<file path="config.mk">
export PLATFORM = sky130hd
export DESIGN_NAME = ahb_to_sram
export DESIGN_NICKNAME = d
export VERILOG_FILES = /design/src/logic/ahb_pkg.sv /design/src/logic/ahb_to_sram.sv
export SDC_FILE = /design/constraint.sdc
export NUM_CORES = 1
export LEC_CHECK = 0
export ABC_AREA = 1
export BUFFER_PORTS_ARGS = -buffer_cell sky130_fd_sc_hd__buf_2
export CAP_MARGIN = 20
export CORE_AREA = 2 2 101 103
export CTS_BUF_LIST = sky130_fd_sc_hd__clkbuf_8
export CTS_CLUSTER_SIZE = 8
export DETAILED_ROUTE_END_ITERATION = 16
export DIE_AREA = 0 0 103 105
export PLACE_DENSITY_LB_ADDON = 0.15
export SLEW_MARGIN = 5
export SYNTH_ARGS = -nofsm -noshare
export SYNTH_HDL_FRONTEND = slang
export SYNTH_SLANG_ARGS = --single-unit
</file>
<file path="constraint.sdc">
create_clock -name clk -period 4.5 [get_ports clk]
set_input_delay 0.45 -clock clk [delete_from_list [all_inputs] [get_ports clk]]
set_output_delay 0.45 -clock clk [all_outputs]
set_load 0.02 [all_outputs]
</file>
<file path="src/logic/ahb_pkg.sv">
package ahb_pkg;

    // ~~~~~~~~~~~~~~~~~~~~~~~~~~~~~~~~~~~~~~~~~~~~~~~~~~~~~~~~~~
    // Bus widths
    // ~~~~~~~~~~~~~~~~~~~~~~~~~~~~~~~~~~~~~~~~~~~~~~~~~~~~~~~~~~
    typedef logic [31:0] ahb_addr_t;
    typedef logic [31:0] ahb_data_t;
    typedef logic [3:0]  byte_en_t;   // One enable per byte lane

    // ~~~~~~~~~~~~~~~~~~~~~~~~~~~~~~~~~~~~~~~~~~~~~~~~~~~~~~~~~~
    // Transfer encodings
    // ~~~~~~~~~~~~~~~~~~~~~~~~~~~~~~~~~~~~~~~~~~~~~~~~~~~~~~~~~~
    typedef enum logic [1:0] {
        IDLE   = 2'b00,
        BUSY   = 2'b01,
        NONSEQ = 2'b10,
        SEQ    = 2'b11
    } ahb_trans_e;

    typedef enum logic [2:0] {
        BYTE = 3'b000,
        HALF = 3'b001,
        WORD = 3'b010
    } ahb_size_e;

    // Address phase of one transfer
    typedef struct packed {
        ahb_addr_t  haddr;
        ahb_trans_e htrans;
        ahb_size_e  hsize;
        logic       hwrite;
    } ahb_req_t;

    localparam logic HRESP_OKAY  = 1'b0;
    localparam logic HRESP_ERROR = 1'b1;

    // ITCM sits at the bottom of the map
    localparam ahb_addr_t ITCM_BASE = 32'h0000_0000;

endpackage : ahb_pkg

</file>
<file path="src/logic/ahb_to_sram.sv">
`timescale 1ns/1ps

module ahb_to_sram import ahb_pkg::*; #(
    parameter int ITCM_AW = 14
) (
    input  logic               clk,
    input  logic               rst_n,
    input  logic               hsel,
    input  ahb_req_t           req,
    input  logic               hready,
    input  ahb_data_t          hwdata,
    input  ahb_data_t          sram_rdata,
    output logic               hreadyout,
    output logic               hresp,
    output ahb_data_t          hrdata,
    output logic [ITCM_AW-1:0] sram_addr,
    output ahb_data_t          sram_wdata,
    output byte_en_t           sram_be,
    output logic               sram_cs
);

    typedef logic [ITCM_AW-1:0] word_addr_t;

    logic       accept;
    logic       rd_req;
    logic       wr_req;
    word_addr_t req_waddr;
    byte_en_t   req_be;

    logic       dp_write;     // Write data phase in progress
    word_addr_t dp_waddr;
    byte_en_t   dp_be;

    logic       buf_valid;
    word_addr_t buf_waddr;
    ahb_data_t  buf_data;
    byte_en_t   buf_be;

    ahb_data_t  fwd_data;
    byte_en_t   fwd_be;
    ahb_data_t  fwd_data_q;
    byte_en_t   fwd_be_q;

    function automatic byte_en_t lane_mask(ahb_size_e size, logic [1:0] offs);
        byte_en_t mask;
        case (size)
            BYTE:    mask = byte_en_t'(4'b0001 << offs);
            HALF:    mask = offs[1] ? 4'b1100 : 4'b0011;
            default: mask = 4'b1111;
        endcase
        return mask;
    endfunction

    function automatic ahb_data_t merge_lanes(ahb_data_t base, ahb_data_t upd, byte_en_t be);
        ahb_data_t res;
        res = base;
        for (int i = 0; i < $bits(byte_en_t); i++) begin
            if (be[i]) begin
                res[8*i +: 8] = upd[8*i +: 8];
            end
        end
        return res;
    endfunction

    assign accept    = hsel && hready && (req.htrans == NONSEQ || req.htrans == SEQ);
    assign rd_req    = accept && !req.hwrite;
    assign wr_req    = accept && req.hwrite;
    assign req_waddr = req.haddr[ITCM_AW+1:2];
    assign req_be    = lane_mask(req.hsize, req.haddr[1:0]);

    // ~~~~~~~~~~~~~~~~~~~~~~~~~~~~~~~~~~~~~~~~~~~~~~~~~~~~~~~~~~
    // SRAM port, reads first
    // ~~~~~~~~~~~~~~~~~~~~~~~~~~~~~~~~~~~~~~~~~~~~~~~~~~~~~~~~~~
    always_comb begin
        sram_cs    = 1'b0;
        sram_addr  = req_waddr;
        sram_wdata = buf_data;
        sram_be    = '0;
        if (rd_req) begin
            sram_cs = 1'b1;
        end else if (buf_valid) begin
            sram_cs   = 1'b1;   // Drain the pending write
            sram_addr = buf_waddr;
            sram_be   = buf_be;
        end else if (dp_write) begin
            sram_cs    = 1'b1;  // Port free, write straight from the bus
            sram_addr  = dp_waddr;
            sram_wdata = hwdata;
            sram_be    = dp_be;
        end
    end

    // Newest copy of the word a read is asking for
    always_comb begin
        fwd_data = buf_valid ? buf_data : hwdata;
        fwd_be   = '0;
        if (buf_valid && buf_waddr == req_waddr) begin
            fwd_be = buf_be;
        end else if (dp_write && dp_waddr == req_waddr) begin
            fwd_be = dp_be;
        end
    end

    always_ff @(posedge clk or negedge rst_n) begin
        if (!rst_n) begin
            dp_write  <= 1'b0;
            buf_valid <= 1'b0;
            fwd_be_q  <= '0;
        end else begin
            dp_write  <= wr_req;
            buf_valid <= rd_req && (buf_valid || dp_write);  // Held while reads own the port
            if (rd_req) begin
                fwd_be_q <= fwd_be;
            end
        end
    end

    always_ff @(posedge clk) begin
        if (wr_req) begin
            dp_waddr <= req_waddr;
            dp_be    <= req_be;
        end
        if (dp_write) begin
            buf_waddr <= dp_waddr;
            buf_data  <= hwdata;
            buf_be    <= dp_be;
        end
        if (rd_req) begin
            fwd_data_q <= fwd_data;
        end
    end

    assign hrdata    = merge_lanes(sram_rdata, fwd_data_q, fwd_be_q);
    assign hreadyout = 1'b1;        // Zero wait states
    assign hresp     = HRESP_OKAY;

    // ~~~~~~~~~~~~~~~~~~~~~~~~~~~~~~~~~~~~~~~~~~~~~~~~~~~~~~~~~~
    // Checks
    // ~~~~~~~~~~~~~~~~~~~~~~~~~~~~~~~~~~~~~~~~~~~~~~~~~~~~~~~~~~
    a_aligned: assert property (@(posedge clk) disable iff (!rst_n)
        accept |-> ((req.hsize == BYTE) ||
                    (req.hsize == HALF && !req.haddr[0]) ||
                    (req.hsize == WORD && req.haddr[1:0] == 2'b00)));

    a_no_busy: assert property (@(posedge clk) disable iff (!rst_n)
        (hsel && hready) |-> (req.htrans != BUSY));

endmodule : ahb_to_sram

</file>
# Yosys cells after proc, flatten, opt, wreduce, memory -nomap -nowiden
# Index checks and enable logic that the tools add are counted.
# W data, S select, Z words.
[totals]
romBits = 0
memories = 0
in_bits = 106
register_bits = 106
word_cells = 47
latchBits = 0
mem_bits_rw = 0
output_inout_bits = 85
[op_classes]
n_reduce_logical = 11
add_sub_neg = 0
div_mod_pow = 0
bitwise_logic = 0
n_mul = 0
shifts = 1
eq_ne = 5
muxes = 21
order_cmp = 0
[ops]
columns = ["operator", "n"]
rows = [
  ["$mux W32", 4],
  ["$mux W14", 3],
  ["$mux W8", 4],
  ["$eq A14 B14 Y1", 2],
  ["$mux W4", 6],
  ["$pmux W4 S2", 1],
  ["$logic_and A1 B1 Y1", 7],
  ["$eq A2 B2 Y1 const B", 2],
  ["$shl A1 B2 Y4 const A", 1],
  ["$eq A3 B1 Y1 const B", 1],
  ["$logic_not A3 Y1", 1],
  ["$mux W1", 3],
  ["$logic_or A1 B1 Y1", 2],
  ["$logic_not A1 Y1", 1],
]

# Depth between registers and ports, before layout
# Gate-level depths: netlist (run 1).
[logic_depth]
word_depth = 5
mapped_depth = 10
ltp_nobuf = 10

# Worst setup path after synthesis (run 1)
# Ideal clock, no wire load.
[synth_timing]
path_type = "input to output"
startpoint = "input req[5] (netlist name)"
endpoint = "output sram_wdata[10]"
slack_ns = 1.939
path_buffers = 2
stages = 6
required_ns = 4.050
t_arrival_ns = 2.111
path_cell_list = "nand3_1 > nor2_4 > nor2_1 > buf_2 > clkbuf_1 > o21ai_0"
[synth_via]
elab_chain_len = 5
elab_cells_between_ends = 6
classes_between = "eq/ne: 2; mux: 1; reduce/logical: 3"
[synth_lines]
columns = ["element", "line_no", "source"]
rows = [
  ["start: declaration", "ahb_to_sram.sv:9", "input ahb_req_t req,"],
  ["$eq A2 B2 Y1", "ahb_to_sram.sv:65", "assign accept = hsel && hready && (req.htrans == NONSEQ || req.htrans == SEQ);"],
  ["$logic_or A1 B1 Y1 *", "ahb_to_sram.sv:65", ""],
  ["$logic_and A1 B1 Y1 *", "ahb_to_sram.sv:65", ""],
  ["$logic_and A1 B1 Y1 *", "ahb_to_sram.sv:66", "assign rd_req = accept && !req.hwrite;"],
  ["net rd_req", "ahb_to_sram.sv:25", "logic rd_req;"],
  ["$mux W32 *", "ahb_to_sram.sv:79", "if (rd_req) begin"],
  ["end: declaration", "ahb_to_sram.sv:17", "output ahb_data_t sram_wdata,"],
]
# Mark *: on every way through the listed nets, which the timed path passes. The rest lies on a longest branch.

# Worst setup path after layout (run 1)
[layout_timing]
startpoint = "input req[5] (netlist name)"
endpoint = "output sram_addr[5]"
[layout_via]
elab_chain_len = 5
elab_cells_between_ends = 6
classes_between = "eq/ne: 2; mux: 1; reduce/logical: 3"
[layout_lines]
columns = ["element", "line_no", "source"]
rows = [
  ["$eq A2 B2 Y1", "ahb_to_sram.sv:65", ""],
  ["$logic_or A1 B1 Y1 *", "ahb_to_sram.sv:65", ""],
  ["$logic_and A1 B1 Y1 *", "ahb_to_sram.sv:65", ""],
  ["$logic_and A1 B1 Y1 *", "ahb_to_sram.sv:66", ""],
  ["net rd_req", "ahb_to_sram.sv:25", ""],
  ["$mux W14 *", "ahb_to_sram.sv:79", ""],
  ["end: declaration", "ahb_to_sram.sv:16", "output logic [ITCM_AW-1:0] sram_addr,"],
]
# Marks and branches as above.

==> metrics.yaml, run 1 <==
timing:
  hold_violations: 0
  min_period_ns: 3.07
  fin_crit_sh: 0.683
  maxSlewViolCount: 0
  rsz0062_at_grt: "no"
  finalSetupTns_ns: 0
  finalSetupViolCount: 0
  slew_headroom: 0.454
  skew_ns: 0.00870
  worstMarginPinSlew_ns: 0.818
  max_clock_freq_mhz: 326
logic_synthesis:
  ys.flop_type: "edfxtp_1"
  synth_cell_types: 24
  seq_area_frac_synth: 0.536
  synth_area_mm2: 0.00528
  netlist_instances: 606
  synth_top_area_frac: 0.387
  synth_seq_cells: 106
  yosys_warnings: 0
  synth_enable_flop_cells: 68
  synth_common_cells: "nand2_1 (168), o21ai_0 (106), inv_1 (70)"
  ys_top_cells_by_area: "edfxtp_1 (39%), dfxtp_1 (12%), nand2_1 (12%)"
  yosysTopAreaCell: "edfxtp_1"
  syn_nets: 712
  synth.most_common_cell: "nand2_1"
  avgSynthCellArea_um2: 8.72
  async_flop_share: 0.0566
grt:
  grt_overflow: 0
  grt_use_met2: 0.365
  grt.busiest_layer: "met2"
  antenna_found_initial: 0
  use_met1: 0.311
  grt_pass1_wl_mm: 19.6
  grt_max_degree: 66
  grt_pass1_vias: 4250
  grtUsageTotal: 0.230
  use_met3: 0.0468
setup_path:
  critPathLaunchType: "input pin"
  r2r_setup_slack_ns: 2.55
  crit_required_ns: 4.05
  worstPathArrival_ns: 2.62
  crit_chain: "buf_2 -> nand3_1 -> nor2_4 -> inv_1 -> o21ai_2 -> a22oi_1 -> buf_2"
  max_stage_delay_ns: 0.57
  crit_buf_inv: 3
  cpMostUsedCell: "buf_2"
  path_max_fanout: 24
  slowest_stage: "inv_1"
  cpLargestDelayFamily: "buffers and inverters"
  end_kind: "output pin"
  worstSetupPathType: "in -> out"
outcome:
  status: "finished clean"
clocking:
  cts_buffers: 9
  cts_tree: "built"
  cts_num_sinks: 106
  cts_setup_buffers: 0
  path_clk_slew_ns: 0.10
  cts_resized: 0
  clockBufferDepth: 2
  htreeDepth: 3
  postCtsHoldBufs: 1
  cts-root-buf: "clkbuf_8"
  clk_latency_ns: 0.35
worst_hold_path:
  holdCritPathClass: "in -> reg"
placed_design:
  gp_congestion: 0.828
  io_buffers: 171
  hpwlAfterDp_mm: 8.79
cells_and_area:
  antenna_cells: 0
  area_growth_pct: 21.3
  nets: 866
  drive_gt1_frac: 0.305
detailed_routing:
  first_pass_iters: 5
  vias_per_cell: 5.13
  detail-route-antenna-nets: 0
  drt_wl_total_mm: 12.4
  drtIter0Drc: 284
  post_drt_wl_per_cell_um: 13.8
  vias: 4608
  drc: 0
die:
  start_util: 0.548
  die_y_um: 105
  die-width_um: 103
  core_mm2: 0.00964
  io_pins: 191
  rows: 36
  dieArea_mm2: 0.0108
flow_run:
  cap_violations: 0
pwr:
  peakVddDrop_mv: 0.196
  p_total_w: 0.00219
  p_leak_nw: 3.04
  cellPowerDensity_mw_per_mm2: 343
[state kept, by name, summed over array words and instances (netlist names)]
name,count
dp_waddr,14
dp_write,1
buf_data,32
fwd_data_q,32
buf_valid,1
buf_waddr,14
buf_be,4
dp_be,4
fwd_be_q,4
[logic make-up after synthesis]
kind of cell / count (synthesis) / share of synthesized area
DFF: 106 / 0.536
muxes: 32 / 0.0682
xor gates and xnor gates: 9 / 0.0149
other: 2 / 0.00142
buffers and inverters: 108 / 0.0808
and+or+nand+nor: 211 / 0.157
AOI/OAI and AO/OA: 138 / 0.141
[worst paths after layout]
kind / start / to / depth (start not counted)
max in group asynchronous: rst_n / dp_write / 2
min in group asynchronous: rst_n / dp_write / 2
hold reg to reg: dp_be[3] / buf_be[3] / 0
setup / recovery: req[5] / sram_addr[5] / 7
setup reg to reg: buf_valid / fwd_data_q[13] / 3
hold / removal: req[18] / dp_waddr[10] / 1
[layout make-up]
cell class | instances | area, µm²
Tap cell | 133 | 166
Multi-Input combinational cell | 392 | 2030
Sequential cell | 106 | 2830
Fill cell | 826 | 3240
Clock buffer | 10 | 138
Timing Repair Buffer | 177 | 903
Clock inverter | 6 | 55.1
Inverter | 74 | 278
[placed cells by master, fill, tap and decap left out, drive strengths merged, types with 19 or more instances in the layout]
cell type	count
nand2	168
nor2	24
dfxtp	32
buf	176
mux2	32
nand3	19
inv	75
edfxtp	68
o21ai	108
[layer usage]
metal	wire [µm]	up-vias	share of wire
li1	-	2308	-
met3	962	10	0.078
met4	155	0	0.013
met1	5360	2110	0.43
met5	0	-	0
met2	5880	180	0.48
[metrics by stage]
| step | std cells | worst slack [ns] | hold slack, ns | cell area, µm² | util |
|---|---|---|---|---|---|
| final | 898 | 1.43 | 0.305 | 6400 | 0.664 |
| after global routing | 898 | 1.23 | 0.282 | 6400 | 0.664 |
| after CTS | 898 | 1.43 | 0.284 | 6400 | 0.664 |
| after detailed placement | 881 | 1.43 | 0.282 | 6200 | 0.643 |
| after global placement | 881 | 1.42 | 0.276 | 6200 | 0.643 |
| after floorplan | 606 | 1.94 | 0.154 | 5280 | - |
[report_power, final]
group          internal, W  switching (W)  leakage [nW]  total [W]
Sequential         0.00111      0.0000255         0.971    0.00114
Combinational     0.000164       0.000312          1.97   0.000477
Clock             0.000269       0.000311         0.104   0.000579
Power figures use the tool's default switching activity.
==> inputs of run 2 (changes only) <==
- ABC_AREA: 1 -> 0
- CORE_AREA: 2 2 101 103 -> 2 2 105 107
- DIE_AREA: 0 0 103 105 -> 0 0 107 109
- clock period: 4.5 -> 3.2 ns (I/O delays scaled with it)
==> run 2 against run 1 <==
- setup slack lost 0.98 ns
- first-iteration DRC count shrank 31%
- largest cell class unchanged
- final area grew 0.76%
- critical path depth shrank 3
- sequential power grew 45%
- critical path type is now reg -> out
- cell count shrank 21%
- count of clock-buffer cells in the layout shrank 1
- sequential share of layout area shrank 0.28 points
- combinational power grew 39%
- utilization shrank 5.6 points
- non-clock buffer count grew 2
- sequential cell count is the same
==> metrics.yaml, run 2 <==
outcome:
  status: "finished clean"
pwr:
  peakVddDrop_mv: 0.246  # +25%
  p_switching_w: 0.000886  # +37%
  power_frac_seq: 0.545  # +0.026
  combPwrFrac: 0.219  # +0.002
  cellPowerDensity_mw_per_mm2: 469  # +37%
  p_clk_frac: 0.236  # -0.028
  p_leak_nw: 2.59  # -15%
  swShare: 0.293  # -0.00272
  p_int_w: 0.00214  # +38%
setup_path:
  worstPathArrival_ns: 2.43  # -0.19 ns
  worstSetupPathType: "reg -> out"
  critPathLaunchType: "flop"
  crit_required_ns: 2.88  # -1.17 ns
  rr_endpoint: "fwd_be_q[2]"
  timing.rr.start: "dp_write"
  end_kind: "output pin"
  path_max_fanout: 81  # +240%
  r2r_setup_slack_ns: 1.05  # -1.50 ns
  r2r_cells: 3  # unchanged
worst_hold_path:
  hold_end: "buf_data[8]"
  holdCritPathClass: "in -> reg"
  whs_path_depth: 2  # +1
  hp-start: "hwdata[8]"
grt:
  grt_pass1_wl_mm: 18.7  # -4.3%
  antenna_found_initial: 0  # unchanged
  grt_use_met2: 0.364  # -0.00152
  grt_pass1_vias: 3687  # -13%
  grt.busiest_layer: "met2"
  use_met1: 0.257  # -0.0538
  grt_max_degree: 82  # +24%
  grt_overflow: 0  # unchanged
  grtUsageTotal: 0.210  # -0.0191
  use_met3: 0.0418  # -0.00498
timing:
  finalSetupViolCount: 0  # unchanged
  max_clock_freq_mhz: 363
  slew_headroom: 0.330  # -0.124
  worstMarginPinSlew_ns: 1.00  # +0.187 ns
  maxSlewViolCount: 0  # unchanged
  hold_violations: 0  # unchanged
  rsz0062_at_grt: "no"
  setup_slack_ns: 0.448  # -0.980 ns
  finalSetupTns_ns: 0  # unchanged
  holdWs_ns: 0.179  # -0.126 ns
  skew_ns: 0.0184  # +0.00969 ns
  fin_crit_sh: 0.860
  min_period_ns: 2.75
logic_synthesis:
  yosys_warnings: 0  # unchanged
  ys.flop_type: "edfxtp_1"
  synth_area_mm2: 0.00532  # +0.76%
  synth_enable_flop_cells: 68  # unchanged
  seq_area_frac_synth: 0.532  # -0.00404
  synth_common_cells: "mux2_1 (95), edfxtp_1 (68), mux2_2 (33)"
  synth_seq_cells: 106  # unchanged
  netlist_instances: 403  # -33%
  synth_cell_types: 32  # +33%
  syn_nets: 509  # -29%
  synth.most_common_cell: "mux2_1"
  async_flop_share: 0.0566  # unchanged
  avgSynthCellArea_um2: 13.2  # +52%
  synth_top_area_frac: 0.384  # -0.00291
  ys_top_cells_by_area: "edfxtp_1 (38%), mux2_1 (20%), dfxtp_1 (12%)"
  yosysTopAreaCell: "edfxtp_1"
clocking:
  cts_resized: 0  # unchanged
  cts_num_sinks: 106  # unchanged
  cts_tree: "built"
  htreeDepth: 3  # unchanged
  path_clk_slew_ns: 0.11  # about the same
  clockBufferDepth: 2  # unchanged
  clk_latency_ns: 0.38  # +0.03 ns
  postCtsHoldBufs: 1  # unchanged
  cts_setup_buffers: 0  # unchanged
  cts-root-buf: "clkbuf_8"
  cts_buffers: 9  # unchanged
detailed_routing:
  vias_per_cell: 5.31  # +3.5%
  post_drt_wl_per_cell_um: 17.0  # +23%
  detail-route-antenna-nets: 0  # unchanged
  vias: 3772  # -18%
  first_pass_iters: 4  # -1
  drtIter0Drc: 196  # -31%
  drt_wl_total_mm: 12.1  # -2.4%
  drc: 0  # unchanged
cells_and_area:
  antenna_cells: 0  # unchanged
  fin_util: 0.609  # -0.0558
  reg.largest.list: "buf_data (32), fwd_data_q (32)"
  mostFrequentLayoutCell: "buf_2"
  final_cells: 710  # -21%
  area_growth_pct: 21.3  # about the same
  final_cell_mix: "buf_2 (171), mux2_1 (95), edfxtp_1 (68)"
  drive_gt1_frac: 0.412  # +0.108
  nets: 671  # -23%
placed_design:
  hpwlAfterDp_mm: 8.22  # -6.5%
  place_ws_ns: 0.879  # -0.555 ns
  gp_congestion: 0.803  # -3.1%
  io_buffers: 171  # unchanged
  dp.cells: 693  # -21%
die:
  start_util: 0.502  # -0.0460
  io_pins: 191  # unchanged
  die_y_um: 109  # +3.8%
  dieArea_mm2: 0.0117  # +7.8%
  die-width_um: 107  # +3.9%
  rows: 38  # +5.6%
  core_mm2: 0.0106  # +10%
flow_run:
  cap_violations: 0  # unchanged
## run 2: cell count changes in the layout (fill, tap and decap cells not counted), sizes merged, moves of 12 or more
cell	before	now
nor2	24	10
xnor2	3	17
mux2	32	128
a31oi	0	13
o22ai	14	0
nor2b	0	15
o21ai	108	19
nand2	168	5
nand3	19	7
inv	75	10
## run 2: cell type report
class,instances,area [µm²]
clock buffers,9,124
clock inverters,7,32.5
fillers,910,4150
inverters,7,26.3
multi-input cells,262,2340
flip-flops and latches,106,2840
well taps,140,175
repair buffers,179,918
## run 2: metrics by stage
step	total power, W	cell area, µm²
after detailed placement	0.00235	6290
after CTS	0.00306	6450
after floorplan	0.00210	5320
final	0.00303	6450
after global placement	0.00232	6290
after global routing	0.00317	6450
## run 2: worst max path at each step
stage | start | to | slack, ns | cells after the start
2_1_floorplan | req[5] | sram_addr[12] | 0.53 | 6
3_3_place_gp | dp_write | sram_be[3] | 0.88 | 4
3_5_place_dp | dp_write | sram_be[3] | 0.88 | 4
4_1_cts | dp_write | sram_be[3] | 0.45 | 4
5_1_grt | dp_write | sram_be[3] | 0.34 | 4
6_report | dp_write | sram_be[3] | 0.45 | 4
## run 2: power by group through the flow
stage / combinational (W) / clock, W / sequential [W]
after floorplan: 0.000448 / 0 / 0.00165
after global placement: 0.000652 / 0 / 0.00167
after detailed placement: 0.000669 / 0 / 0.00168
after CTS: 0.000673 / 0.000737 / 0.00165
after global routing: 0.000720 / 0.000782 / 0.00167
final: 0.000664 / 0.000714 / 0.00165
## run 2: cells by family after synthesis
logic type / count (synthesis) / synth area share
mux: 128 / 0.271
flops: 106 / 0.532
compound gates: 54 / 0.0675
simple gates: 50 / 0.0531
buf+inv: 35 / 0.0287
xor+xnor: 28 / 0.0461
other cells: 2 / 0.00141
## run 2: per-layer routing
metal  vias up  wire length (µm)  share of wire
met5         -                 0              0
met4         0               255          0.021
met3        19               690          0.057
met2       119              6040           0.50
met1      1818              5080           0.42
li1       1816                 -              -
## run 2: critical path, cell delays in order, from the launching register on
cell,delay (ns)
dfrtp_4,1.10
nor2b_1,0.37
a22oi_1,0.12
nor2_1,0.22
buf_2,0.20
