--- config.mk ---
export PLATFORM = sky130hd
export DESIGN_NAME = ahb_decoder
export DESIGN_NICKNAME = d
export VERILOG_FILES = /design/src/logic/ahb_pkg.sv /design/src/logic/ahb_decoder.sv
export SDC_FILE = /design/constraint.sdc
export NUM_CORES = 1
export LEC_CHECK = 0
export ABC_CLOCK_PERIOD_IN_PS = 1600
export BUFFER_PORTS_ARGS = -buffer_cell sky130_fd_sc_hd__buf_2
export CORE_ASPECT_RATIO = 1.75
export CORE_MARGIN = 5
export CORE_UTILIZATION = 20
export DETAILED_ROUTE_END_ITERATION = 12
export MAX_ROUTING_LAYER = met4
export PLACE_DENSITY = 0.86
export SYNTH_ARGS = -nofsm -noshare
export SYNTH_HDL_FRONTEND = slang
export SYNTH_SLANG_ARGS = --single-unit
--- constraint.sdc ---
create_clock -name clk -period 1.6 [get_ports clk]
set_input_delay 0.16 -clock clk [delete_from_list [all_inputs] [get_ports clk]]
set_output_delay 0.16 -clock clk [all_outputs]
set_load 0.01 [all_outputs]
--- src/logic/ahb_pkg.sv ---
package ahb_pkg;

    // ~~~~~~~~~~~~~~~~~~~~~~~~~~~~~~~~~~~~~~~~~~~~~~~~~~~~~~~~~~
    // Bus widths
    // ~~~~~~~~~~~~~~~~~~~~~~~~~~~~~~~~~~~~~~~~~~~~~~~~~~~~~~~~~~
    typedef logic [31:0] ahb_addr_t;
    typedef logic [31:0] ahb_data_t;
    typedef logic [3:0]  byte_en_t;   // One enable per byte lane

    // ~~~~~~~~~~~~~~~~~~~~~~~~~~~~~~~~~~~~~~~~~~~~~~~~~~~~~~~~~~
    // Transfer encodings
    // ~~~~~~~~~~~~~~~~~~~~~~~~~~~~~~~~~~~~~~~~~~~~~~~~~~~~~~~~~~
    typedef enum logic [1:0] {
        IDLE   = 2'b00,
        BUSY   = 2'b01,
        NONSEQ = 2'b10,
        SEQ    = 2'b11
    } ahb_trans_e;

    typedef enum logic [2:0] {
        BYTE = 3'b000,
        HALF = 3'b001,
        WORD = 3'b010
    } ahb_size_e;

    // Address phase of one transfer
    typedef struct packed {
        ahb_addr_t  haddr;
        ahb_trans_e htrans;
        ahb_size_e  hsize;
        logic       hwrite;
    } ahb_req_t;

    localparam logic HRESP_OKAY  = 1'b0;
    localparam logic HRESP_ERROR = 1'b1;

    // ITCM sits at the bottom of the map
    localparam ahb_addr_t ITCM_BASE = 32'h0000_0000;

endpackage : ahb_pkg

--- src/logic/ahb_decoder.sv ---
`timescale 1ns/1ps

module ahb_decoder import ahb_pkg::*; #(
    parameter int ITCM_AW = 14
) (
    input  logic      clk,
    input  logic      rst_n,
    input  ahb_req_t  req,
    input  logic      hready,
    input  logic      itcm_hreadyout,
    input  logic      itcm_hresp,
    input  ahb_data_t itcm_hrdata,
    input  logic      def_hreadyout,
    input  logic      def_hresp,
    input  ahb_data_t def_hrdata,
    output logic      hsel_itcm,
    output logic      hsel_def,
    output ahb_data_t hrdata_out,
    output logic      hready_out,
    output logic      hresp_out
);

    localparam int REGION_LSB = ITCM_AW + 2;  // Byte offset bits inside the ITCM

    logic itcm_hit;
    logic dp_itcm;    // ITCM owns the data phase

    // ~~~~~~~~~~~~~~~~~~~~~~~~~~~~~~~~~~~~~~~~~~~~~~~~~~~~~~~~~~
    // Address phase select
    // ~~~~~~~~~~~~~~~~~~~~~~~~~~~~~~~~~~~~~~~~~~~~~~~~~~~~~~~~~~
    assign itcm_hit  = (req.haddr[31:REGION_LSB] == ITCM_BASE[31:REGION_LSB]);
    assign hsel_itcm = itcm_hit;
    assign hsel_def  = !itcm_hit;  // Everything else is unmapped

    // Owner follows the address phase once the bus moves on
    always_ff @(posedge clk or negedge rst_n) begin
        if (!rst_n) begin
            dp_itcm <= 1'b1;
        end else if (hready) begin
            dp_itcm <= hsel_itcm;
        end
    end

    // ~~~~~~~~~~~~~~~~~~~~~~~~~~~~~~~~~~~~~~~~~~~~~~~~~~~~~~~~~~
    // Data phase response mux
    // ~~~~~~~~~~~~~~~~~~~~~~~~~~~~~~~~~~~~~~~~~~~~~~~~~~~~~~~~~~
    always_comb begin
        if (dp_itcm) begin
            hrdata_out = itcm_hrdata;
            hready_out = itcm_hreadyout;
            hresp_out  = itcm_hresp;
        end else begin
            hrdata_out = def_hrdata;
            hready_out = def_hreadyout;
            hresp_out  = def_hresp;
        end
    end

endmodule : ahb_decoder

### Word level (Yosys, flattened, before mapping)

Index checks and enable logic that the tools add are counted.

* muxes and demuxes: 3
* reduce and logical (&&, ||, !) cells: 2

Operators by type and width (count)
* two-way mux 32 bit: 1
* logical NOT 16 bit: 1
* two-way mux 1 bit: 2
* logical NOT 1 bit: 1

* word-level logic and storage cells: 6
* bits of input ports: 109
* output and inout bits: 36
* flip-flop bits (word level): 1

### Longest topological paths before layout

Gate-level depths: netlist of run 1.

* depth after elaboration: 2
* gate-level depth with buffers: 3
* mapped depth without buffers: 3

### Worst setup path before layout of run 1

No wires, ideal clock.

* kind: register to output
* from: register dp_itcm
* to: output hrdata_out[0]
* stages on the path, launching flop included: 4
* required time: 1440 ps
* arrival time: 1198 ps
* buffers on the path: 2
* setup slack: 242 ps
* path through: dfstp_2 > buf_2 > buf_6 > mux2_1

* word-level cells in the longest chain between the ends: 1

RTL lines
* start, declared: RTL line ahb_decoder.sv:26 `logic dp_itcm;`
* start signal, assigned: RTL line ahb_decoder.sv:40 `dp_itcm <= hsel_itcm;`
* two-way mux 32 bit: RTL line ahb_decoder.sv:48 `if (dp_itcm) begin`
* end, declared: RTL line ahb_decoder.sv:18 `output ahb_data_t hrdata_out,`

Every way passes these cells.

### Worst setup path in the final report of run 1

* from: register dp_itcm
* to: output hrdata_out[2]

Same word-level chain as after synthesis.

==> results by stage, run 1 <==
Run status:
- The flow ran to the end, and the final reports show no timing, DRC or antenna violations.

CTS:
- Buffers inserted to repair hold after CTS numbered 0.
- The clock input transition at the sequential cells of the worst setup and hold paths is 0 ps.
- The number of gates resized after cts is 0.
- The clock network latency to the later pin of the worst-skew pair is 0 ps.
- The post-CTS setup buffer count is 0.

Worst hold path:
- The worst hold path belongs to the class input pin to async pin.

Cells and area:
- The flip-flop count of the largest register after layout is 1.
- The number of antenna repair diodes is 0.
- The final net count is around 280.
- The layout has about 260 filler cells.
- The register with the most flip-flops is dp_itcm.
- The post-route netlist has between 80% and 90% of its cells at a drive strength greater than 1.
- In the final layout, the registers with the most flip-flops are dp_itcm (1).
- From synthesis to final layout, the design area changed by 124.4%.

Placed design:
- Port buffering added ~120 buffers.
- The weighted congestion reported at the end of routability-driven placement is roughly 0.73.

Detailed routing:
- After detailed routing, the number of vias per cell comes to around 4.7.
- The overall via count from detail_route is between 800 and 900.
- After detailed routing, the number of remaining DRC violations is 0.
- The total detailed-routing wirelength is 2.856 mm.
- The average wire per standard cell is around 15 um.
- The first TritonRoute pass finished after 2 iterations.
- For this block, the initial DRC count from the detailed router was 1.
- The number of nets with antenna violations after routing is 0.

Yosys:
- The distinct cell type count of the synthesized netlist is 9.
- In the synthesized netlist, mux cells make up between 70 and 80% of the area.
- Sequential cells were found to cover 5.072% of the synthesized design area.
- A synthesized cell averages 11.26 um2.
- By count the netlist is led by sky130_fd_sc_hd__mux2_1 (30), sky130_fd_sc_hd__mux2_2 (5), sky130_fd_sc_hd__buf_6 (3), sky130_fd_sc_hd__nor4_2 (3).
- The number of nets handed over by synthesis was between 150 and 200.
- The area share of the largest cell type after synthesis is roughly two thirds.
- Summing the areas of all fa, ha and maj instances in the mapped netlist gives 0% of the synthesized area.
- Yosys printed 0 warnings.
- The synthesized cell area is roughly 520 um2.
- The synthesized netlist devotes 0% of its cell area to compound gates.
- The combinational family with the most area after synthesis is multiplexers.
- In the synthesized netlist the dominant register cell turns out to be sky130_fd_sc_hd__dfstp_2.
- After synthesis the netlist holds a flip-flop and latch count of 1.
- The fraction of synthesized cell area in xor and xnor cells is 0%.
- The number of enable flip-flop cells after synthesis is 0.
- In the post-synthesis netlist, the cell with the most instances is sky130_fd_sc_hd__mux2_1.
- Of all flip-flops after synthesis, the portion carrying an async set or reset was 100.0%.
- The cell taking the most area after synthesis is sky130_fd_sc_hd__mux2_1.
- The post-synthesis share of cell area spent on and, or, nand and nor gates is approximately a tenth.
- Sorting the synthesized cells by area gives the leading types as sky130_fd_sc_hd__mux2_1 (65%), sky130_fd_sc_hd__mux2_2 (11%), sky130_fd_sc_hd__nor4_2 (7.2%).
- Counting every instance in the synthesized netlist gives 46.

Power:
- The design draws roughly 0.24 mW.
- The total power density per cell area is roughly 200 nW/um2.
- The total leakage power is 0.6515 nW.
- IR analysis of the VDD net gives a maximum drop of approximately 0.14 mV.

Floorplanning:
- The floorplan core area is between 2000 and 2500 um2.
- In this run the vertical extent of the chip is just under 80 um.
- For this design the top-level I/O count stands at ~150.
- The die is about 48 um wide.
- The overall die area is 3748 um2.
- The initial cell density of the core is between 20 and 25%.
- The number of rows created at floorplan is 24.

STA:
- The hold violation total from the final report was 0.
- The measured slew at the worst slew-check pin is approximately 380 ps.
- Adding up every negative setup slack in the final design gives 0 ps.
- The headroom to the max-slew limit is about three quarters.
- The number of max-slew violations in the final report is 0.
- The final cycle utilization of the critical path is slightly below 90%.
- The time the final worst path needs with I/O delays and setup is roughly 1400 ps.
- Setup repair after global routing left no endpoint under its margin.
- The achievable clock frequency is 0.7193 GHz.
- Setup violations remaining at the end of the flow were counted as 0.
- Across the routed clock network, the largest skew measured is 0 ps.

Worst setup path:
- The capture point of the worst path is hrdata_out[2].
- In this run the register-to-register setup slack is 680 ps.
- The worst-path cell with the longest stage delay is sky130_fd_sc_hd__dfstp_2.
- The worst path arrival time is about 1200 ps.
- The longest individual stage delay on the worst path is approximately 560 ps.
- The capture instance of the worst register-to-register path is dp_itcm$_DFFE_PN1P_.
- The type of element capturing the critical path is a primary output.
- Among cell families on the critical path, the largest total delay comes from flip-flops.
- Counting buffers and inverters, the worst setup path is 3 cells deep.
- The startpoint class of the critical path is a flop.
- Walking the worst path, the cells encountered are buf_12, mux2_1, buf_2.
- Counting cells, the worst reg-to-reg path comes to 2.
- Tracing the worst setup path back leads to its startpoint at dp_itcm$_DFFE_PN1P_.
- At the worst endpoint, the required time is 1440 ps.
- The largest fanout on the critical path is 20.
- The beginning of the worst register-to-register path is dp_itcm$_DFFE_PN1P_.
- The critical path is of the flop to primary output type.
- The sum of buffers and inverters on the critical path is 2.

Run:
- Across the run, the number of max-cap violations was 0.

Global routing:
- Entering global routing, the biggest net connects 21 pins.
- The number of global-route vias before repair was ~1000.
- Global routing finished with a remaining overflow of 0.
- The number of antenna violations at the first check in global routing is 0.
- The first-pass GRT wire length is 4.816 mm.
- Global routing used 15.33% of the available tracks across all layers.
-- through the flow --
stage	util (%)	hold WS [ps]	cell area [um2]	cells	worst slack, ps
2_1_floorplan	-	12.16	518.0	46	242.2
3_3_place_gp	46.64	94.01	1162	192	217.3
3_5_place_dp	46.64	100.8	1162	192	202.1
4_1_cts	46.64	101.1	1162	192	197.7
5_1_grt	46.64	110.3	1162	192	171.4
6_report	46.64	96.72	1162	192	209.7
-- layout by cell type, fill, tap and decap left out --
cell type                 Yosys  layout
sky130_fd_sc_hd__buf_2        1     122
sky130_fd_sc_hd__dfstp_2      1       1
sky130_fd_sc_hd__nor4_2       3       3
sky130_fd_sc_hd__and4_4       1       1
sky130_fd_sc_hd__nor4_1       1       1
sky130_fd_sc_hd__mux2_2       5       5
sky130_fd_sc_hd__mux2_1      30      30
sky130_fd_sc_hd__inv_1        1       1
sky130_fd_sc_hd__buf_12       0       2
-- cells by family (layout without fill, tap and decap cells) --
logic type | Yosys count | in the layout
flip-flops | 1 | 1
multiplexers | 35 | 35
buffers and inverters | 5 | 125
AND/OR/NAND/NOR | 5 | 5
-- area by class of cell --
class                   instances  area, um2  area share, %
inverters                       1      3.754         0.3229
multi-input cells              40      449.2          38.64
flip-flops and latches          1      26.28          2.261
well taps                      26      32.53          2.799
repair buffers                124      650.6          55.97
-- power breakdown --
group | leakage [nW] | switching, mW | internal (mW)
Sequential | 0.0103 | 0.00000124 | 0.0258
Combinational | 0.641 | 0.0831 | 0.128
Clock | 0 | 0 | 0
-- worst register-to-register path, stage by stage, from the launching register on --
cell                      delay [ps]
sky130_fd_sc_hd__dfstp_2         560
sky130_fd_sc_hd__buf_12          160
sky130_fd_sc_hd__mux2_1          140
-- how the worst min path moves through the flow --
stage                     cells past startpoint                   to  slack, ps   from
after floorplan                               0  dp_itcm$_DFFE_PN1P_         10  rst_n
after global placement                        1  dp_itcm$_DFFE_PN1P_         90  rst_n
after detailed placement                      1  dp_itcm$_DFFE_PN1P_        100  rst_n
after CTS                                     1  dp_itcm$_DFFE_PN1P_        100  rst_n
after global routing                          1  dp_itcm$_DFFE_PN1P_        110  rst_n
final                                         1  dp_itcm$_DFFE_PN1P_        100  rst_n
-- routing by layer --
layer	part of all wire (%)	vias to the layer above	global-route usage (%)
li1	-	418	-
met2	45	103	26.57
met5	0	-	-
met4	0	0	0
met3	18	0	6.977
met1	37	372	16.96
No activity file was read; power rests on OpenSTA's default activity.
==> run 2: changes to the inputs <==
Settings changed: CORE_ASPECT_RATIO 1.75 to not set, REMOVE_ABC_BUFFERS set to 1.
==> results by stage, run 2 (synthesized netlist as in run 1, its figures left out) <==
Run:
- The max-cap check violation count is 0.

Worst setup path:
- The endpoint required time on the critical path is 1440 ps.
- The largest fanout on the critical path is 19.
- STA classifies the critical path endpoint as a primary output.
- STA classifies the critical path startpoint as a flop.
- The worst path arrival time is 1220 ps.
- By startpoint and endpoint, the worst setup path is classified as flop to primary output.

Placed design:
- At the end of routability-driven placement, the weighted congestion stood at about 0.64.
- Buffers placed on the I/O ports in this run total between 100 and 150.
- The detailed placement HPWL is 2.289 mm.

STA:
- The number of endpoints failing setup at the final stage is 0.
- The final cycle utilization of the critical path is between 80% and 90%.
- The time the final worst path needs with I/O delays and setup is 1382 ps.
- After routing, the total negative slack on setup checks comes to 0 ps.
- At the pin with the least slew margin, the transition time is roughly 220 ps.
- The worst-case clock skew is 0 ps.
- The hold violation total from the final report came to 0.
- The number of max-slew violations in the final report came to 0.
- In this run the tightest slew margin relative to its limit is between 80% and 90%.
- Setup repair after global routing left no endpoint under its margin.
- The achievable clock frequency is 0.7235 GHz.

Power:
- The internal portion of the total power is 0.1530 mW.
- In this run switching power makes up 33.83% of total power.
- For this design the static power due to leakage is about 0.65 nW.
- The switching power is between 0.07 and 0.08 mW.
- The clock network accounts for 0% of the total power.
- Combinational logic burns around nine tenths of the power.
- For this design the ratio of total power to cell area is 198.0 nW/um2.
- The worst vdd rail ir drop is between 0.15 and 0.2 mV.
- The sequential group share of total power is about 11%.
- The total chip power is approximately 0.23 mW.

Cells and area:
- The final net count is ~280.
- Counting flops per register, the top entry is dp_itcm.
- In the final layout, the registers with the most flip-flops are dp_itcm (1).
- The number of fillers in the final layout is 252.
- The number of antenna repair diodes is 0.
- Leaving out fill and tap cells, the most frequent cells in the layout are sky130_fd_sc_hd__buf_2 (122), sky130_fd_sc_hd__mux2_1 (30), sky130_fd_sc_hd__mux2_2 (5).
- The area overhead of the layout relative to synthesis is 125.4%.
- The flip-flop count of the largest register after layout is 1.
- In the final layout, the share of cells above drive strength 1 is between 80% and 90%.
- The commonest non-fill, non-tap cell in the layout is sky130_fd_sc_hd__buf_2.

CTS:
- The number of gates resized after cts is 0.
- The clock input transition at the sequential cells of the worst setup and hold paths is 0 ps.
- Hold repair after CTS inserted 0 buffers.
- At the later pin of the worst-skew pair, clock insertion delay measures 0 ps.
- In this run the post-CTS setup repair buffer count came out at 0.

Worst hold path:
- In this run the worst hold path is classified as input pin to async pin.

Global routing:
- The number of antenna violations at the first check in global routing was 0.
- Entering global routing, the biggest net connects 20 pins.
- The number of global-route vias before repair is approximately 850.
- The total overflow left after global routing is 0.
- The first global-routing pass estimated approximately 3.1 mm of wire.
- In the global route stage, overall resource usage came out at a little over a tenth.

Detailed routing:
- The final route contains about 850 vias.
- The final layout contains routed wiring with a total length of between 2 and 2.5 mm.
- The residual DRC count is 0.
- The detailed router's first-iteration violation count is 13.
- The via density per instance is between 4 and 5.
- The number of nets with antenna violations after routing is 0.
- The first detailed-routing pass took 3 iterations.
- In the final routed layout, each cell accounts on average for ~13 um.

Floorplanning:
- The die is between 60 and 70 um wide.
- The total area inside the core boundary comes to ~2500 um2.
- between 100 and 150 I/O pins were placed.
- The floorplan step defined a die boundary enclosing about 3700 um2.
- The number of rows created at floorplan is 18.
- The initial cell density of the core is between 20% and 30%.
- The die is 60.89 um tall.

Run status:
- The flow ran to the end, and the final reports show no timing, DRC or antenna violations.
-- run 2: cell counts in the layout (fill, tap and decap cells not counted) --
No cell type changed its count.
-- run 2: routing by layer --
metal | track usage, % | share of wire (%) | vias up
met5 | - | 0 | -
met4 | 0 | 0 | 0
met3 | 1.064 | 16 | 0
met2 | 24.43 | 55 | 62
met1 | 9.787 | 28 | 374
li1 | - | - | 418
-- run 2: path summary, 6_finish.rpt --
check | cells after the start | slack [ps] | endpoint | from
max | 3 | 220 | hrdata_out[9] | dp_itcm$_DFFE_PN1P_
min | 1 | 90 | dp_itcm$_DFFE_PN1P_ | rst_n
max reg2reg | 2 | 690 | dp_itcm$_DFFE_PN1P_ | dp_itcm$_DFFE_PN1P_
min reg2reg | 2 | 830 | dp_itcm$_DFFE_PN1P_ | dp_itcm$_DFFE_PN1P_
max in group asynchronous | 1 | 1490 | dp_itcm$_DFFE_PN1P_ | rst_n
min in group clk | 2 | 400 | dp_itcm$_DFFE_PN1P_ | hready
-- run 2: area by class of cell --
| class | count | area (um2) | share of cell area, % |
|---|---|---|---|
| inverter | 1 | 3.754 | 0.3215 |
| multi-input combinational | 40 | 449.2 | 38.48 |
| sequential | 1 | 26.28 | 2.251 |
| tap | 30 | 37.54 | 3.215 |
| timing repair buffer | 124 | 650.6 | 55.73 |
-- run 2: power groups by stage --
stage	registers (mW)	clock network [mW]	logic, mW
after global routing	0.0258	0	0.226
after floorplan	0.0258	0	0.0631
after global placement	0.0258	0	0.202
after CTS	0.0258	0	0.210
after detailed placement	0.0258	0	0.208
final	0.0258	0	0.205
-- run 2: per-stage QoR --
stage | hold slack [ps] | cells | instance area, um2 | worst slack, ps | utilization (%)
floorplan | 12.16 | 42 | 479.2 | 118.5 | -
global placement | 94.01 | 196 | 1167 | 220.4 | 47.12
detailed placement | 94.97 | 196 | 1167 | 218.1 | 47.12
CTS | 94.97 | 196 | 1167 | 216.3 | 47.12
global route | 96.21 | 196 | 1167 | 187.7 | 47.12
finish | 92.62 | 196 | 1167 | 217.9 | 47.12
-- run 2: worst max-delay path, cell delays in order, from the launching register on --
cell and delay [ps]:
sky130_fd_sc_hd__dfstp_2 550, sky130_fd_sc_hd__buf_12 170, sky130_fd_sc_hd__mux2_1 340, sky130_fd_sc_hd__buf_2 150
==> run 3: changes to the inputs <==
Settings changed: ABC_CLOCK_PERIOD_IN_PS 1600 to 1700, CORE_UTILIZATION 20 to 21, PLACE_DENSITY 0.86 to 0.89.
Clock period 1.6 ns to 1.7 ns, I/O delays scaled along.
==> results by stage, run 3 (synthesized netlist as in run 1, its figures left out) <==
Run status:
- The run finished with clean final reports.

Power:
- The total chip power is 0.2158 mW.
- The sequential group share of total power is roughly 11%.
- The combinational group share of total power is 88.8%.
- For this design the total switching power over the nets is between 0.07 and 0.08 mW.
- The clock share of power is 0%.
- The worst vdd rail ir drop is approximately 0.13 mV.
- The analysis attributes to cell leakage a power of 0.6433 nW.
- The internal power of the cells totals roughly 0.14 mW.
- The net switching share of the total power is 33.36%.
- The total power density per cell area is between 150 and 200 nW/um2.

Global routing:
- The number of global-route vias before repair is approximately 830.
- The largest net degree at the start of global routing is 36.
- The residual overflow from global routing is 0.
- The number of antenna violations at the first check in global routing is 0.
- In the global route stage, overall resource usage came out at around 11%.
- The first global-routing pass estimated 3.187 mm of wire.

Worst setup path:
- The worst path arrival time is 1230 ps.
- The worst setup path is launched from a flop.
- The category of the critical setup timing path is flop to primary output.
- STA puts the critical path data required time at roughly 1500 ps.
- The type of element capturing the critical path is a primary output.
- Along the worst path, the maximum fanout reaches 35.

CTS:
- The clock network latency to the later pin of the worst-skew pair is 0 ps.
- The number of gates resized after cts is 0.
- Once the clock tree was built, the setup fixing pass inserted 0 buffers.
- The post-cts hold buffer count is 0.
- The clock input transition at the sequential cells of the worst setup and hold paths is 0 ps.

Cells and area:
- In the final layout, the registers with the most flip-flops are dp_itcm (1).
- More flip-flops sit in one register than any other, and that register is dp_itcm.
- The flip-flop count of the largest register after layout was 1.
- The fraction of final layout cells sized beyond drive strength 1 is 80.61%.
- After routing the design area is between 1000 and 1500 um2.
- Once layout is complete, the utilization of the core stands at roughly 48%.
- The library cell used most frequently in the layout, excluding fill and tap cells, is sky130_fd_sc_hd__buf_2.
- The repair_antennas step left the layout with diodes totalling 0.
- In the layout the commonest cells are sky130_fd_sc_hd__buf_2 (122), sky130_fd_sc_hd__mux2_1 (30), sky130_fd_sc_hd__mux2_2 (5).
- The final net count is approximately 280.
- The area overhead of the layout relative to synthesis is 121.5%.
- The layout has around 240 filler cells.

Detailed routing:
- For this run, design rule violations remaining after detail routing come to 0.
- The via density per instance is between 4 and 5.
- The detailed router's first-iteration violation count is 6.
- The average wire per standard cell is 12.12 um.
- The number of nets with antenna violations after routing is 0.
- The first detailed-routing pass took 2 iterations.
- The total detailed-routing wirelength is ~2.4 mm.
- The overall via count from detail_route is ~860.

STA:
- Setup repair after global routing left no endpoint under its margin.
- Derived from the worst setup path, the maximum achievable clock frequency is 0.7142 GHz.
- Of the available clock period, the critical path in the final layout requires between 80% and 90%.
- The worst-case clock skew is 0 ps.
- The time the final worst path needs with I/O delays and setup is about 1400 ps.
- Headroom to the max-slew limit came out at 83.84%.
- The number of max-slew violations in the final report is 0.
- The hold violation total from the final report is 0.
- Setup violations remaining at the end of the flow were counted as 0.
- The setup total negative slack is 0 ps.
- The measured slew at the worst slew-check pin is ~240 ps.

Floorplanning:
- The die is between 50 and 60 um tall.
- The floorplan has 18 rows.
- The width of the die is approximately 60 um.
- The floorplan step defined a die boundary enclosing 3560 um2.
- The number of placed I/O pins is between 100 and 150.
- The initial utilization of the core area, before any placement, comes to between 20% and 30%.
- The floorplan step defined a core boundary enclosing ~2400 um2.

Placed design:
- The congestion estimate from routability-driven global placement came to a little over 0.6.
- After legalization and detailed placement, the total HPWL measured between 2 and 2.5 mm.
- The total of buffers placed on input and output ports is around 120.
- After detailed placement, the total cell area comes to about 1100 um2.

Worst hold path:
- The tightest min-delay check is of the input pin to async pin type.

Run:
- The max-cap check violation count is 0.
-- run 3: per-stage QoR --
step,setup WS [ps],hold slack (ps),std cells
6_report,299.9,106.4,195
5_1_grt,243.9,118.7,195
4_1_cts,271.2,109.9,195
3_5_place_dp,273.6,109.5,195
3_3_place_gp,281.4,110.9,195
2_1_floorplan,208.5,22.16,42
-- run 3: routing by layer --
layer / part of all wire (%) / GRT usage, %
met2: 53 / 22.99
met3: 21 / 2.808
met1: 26 / 10.84
met4: 0 / 0
met5: 0 / -
-- run 3: cell type report --
class / instances / area (um2) / area share [%]
Tap cell: 30 / 37.54 / 3.272
Timing Repair Buffer: 123 / 630.6 / 54.96
Inverter: 1 / 3.754 / 0.3272
Sequential cell: 1 / 26.28 / 2.290
Multi-Input combinational cell: 40 / 449.2 / 39.15
-- run 3: final timing paths --
kind                                     start             endpoint  slack [ps]  depth (start not counted)
min in group clk                        hready  dp_itcm$_DFFE_PN1P_         410                          2
hold / removal                           rst_n  dp_itcm$_DFFE_PN1P_         110                          1
setup / recovery           dp_itcm$_DFFE_PN1P_        hrdata_out[8]         300                          3
max in group asynchronous                rst_n  dp_itcm$_DFFE_PN1P_        1570                          1
setup reg to reg           dp_itcm$_DFFE_PN1P_  dp_itcm$_DFFE_PN1P_         760                          2
hold reg to reg            dp_itcm$_DFFE_PN1P_  dp_itcm$_DFFE_PN1P_         840                          2
-- run 3: critical path, cell delays in order, from the launching register on --
cell                      delay, ps
sky130_fd_sc_hd__dfstp_2        520
sky130_fd_sc_hd__buf_12         200
sky130_fd_sc_hd__mux2_1         350
sky130_fd_sc_hd__buf_2          150
-- run 3: power by group through the flow --
stage          combinational, mW  sequential, mW  clock (mW)
4_1_cts                    0.196          0.0243           0
5_1_grt                    0.212          0.0243           0
3_5_place_dp               0.195          0.0243           0
6_report                   0.192          0.0243           0
3_3_place_gp               0.189          0.0243           0
2_1_floorplan             0.0594          0.0243           0
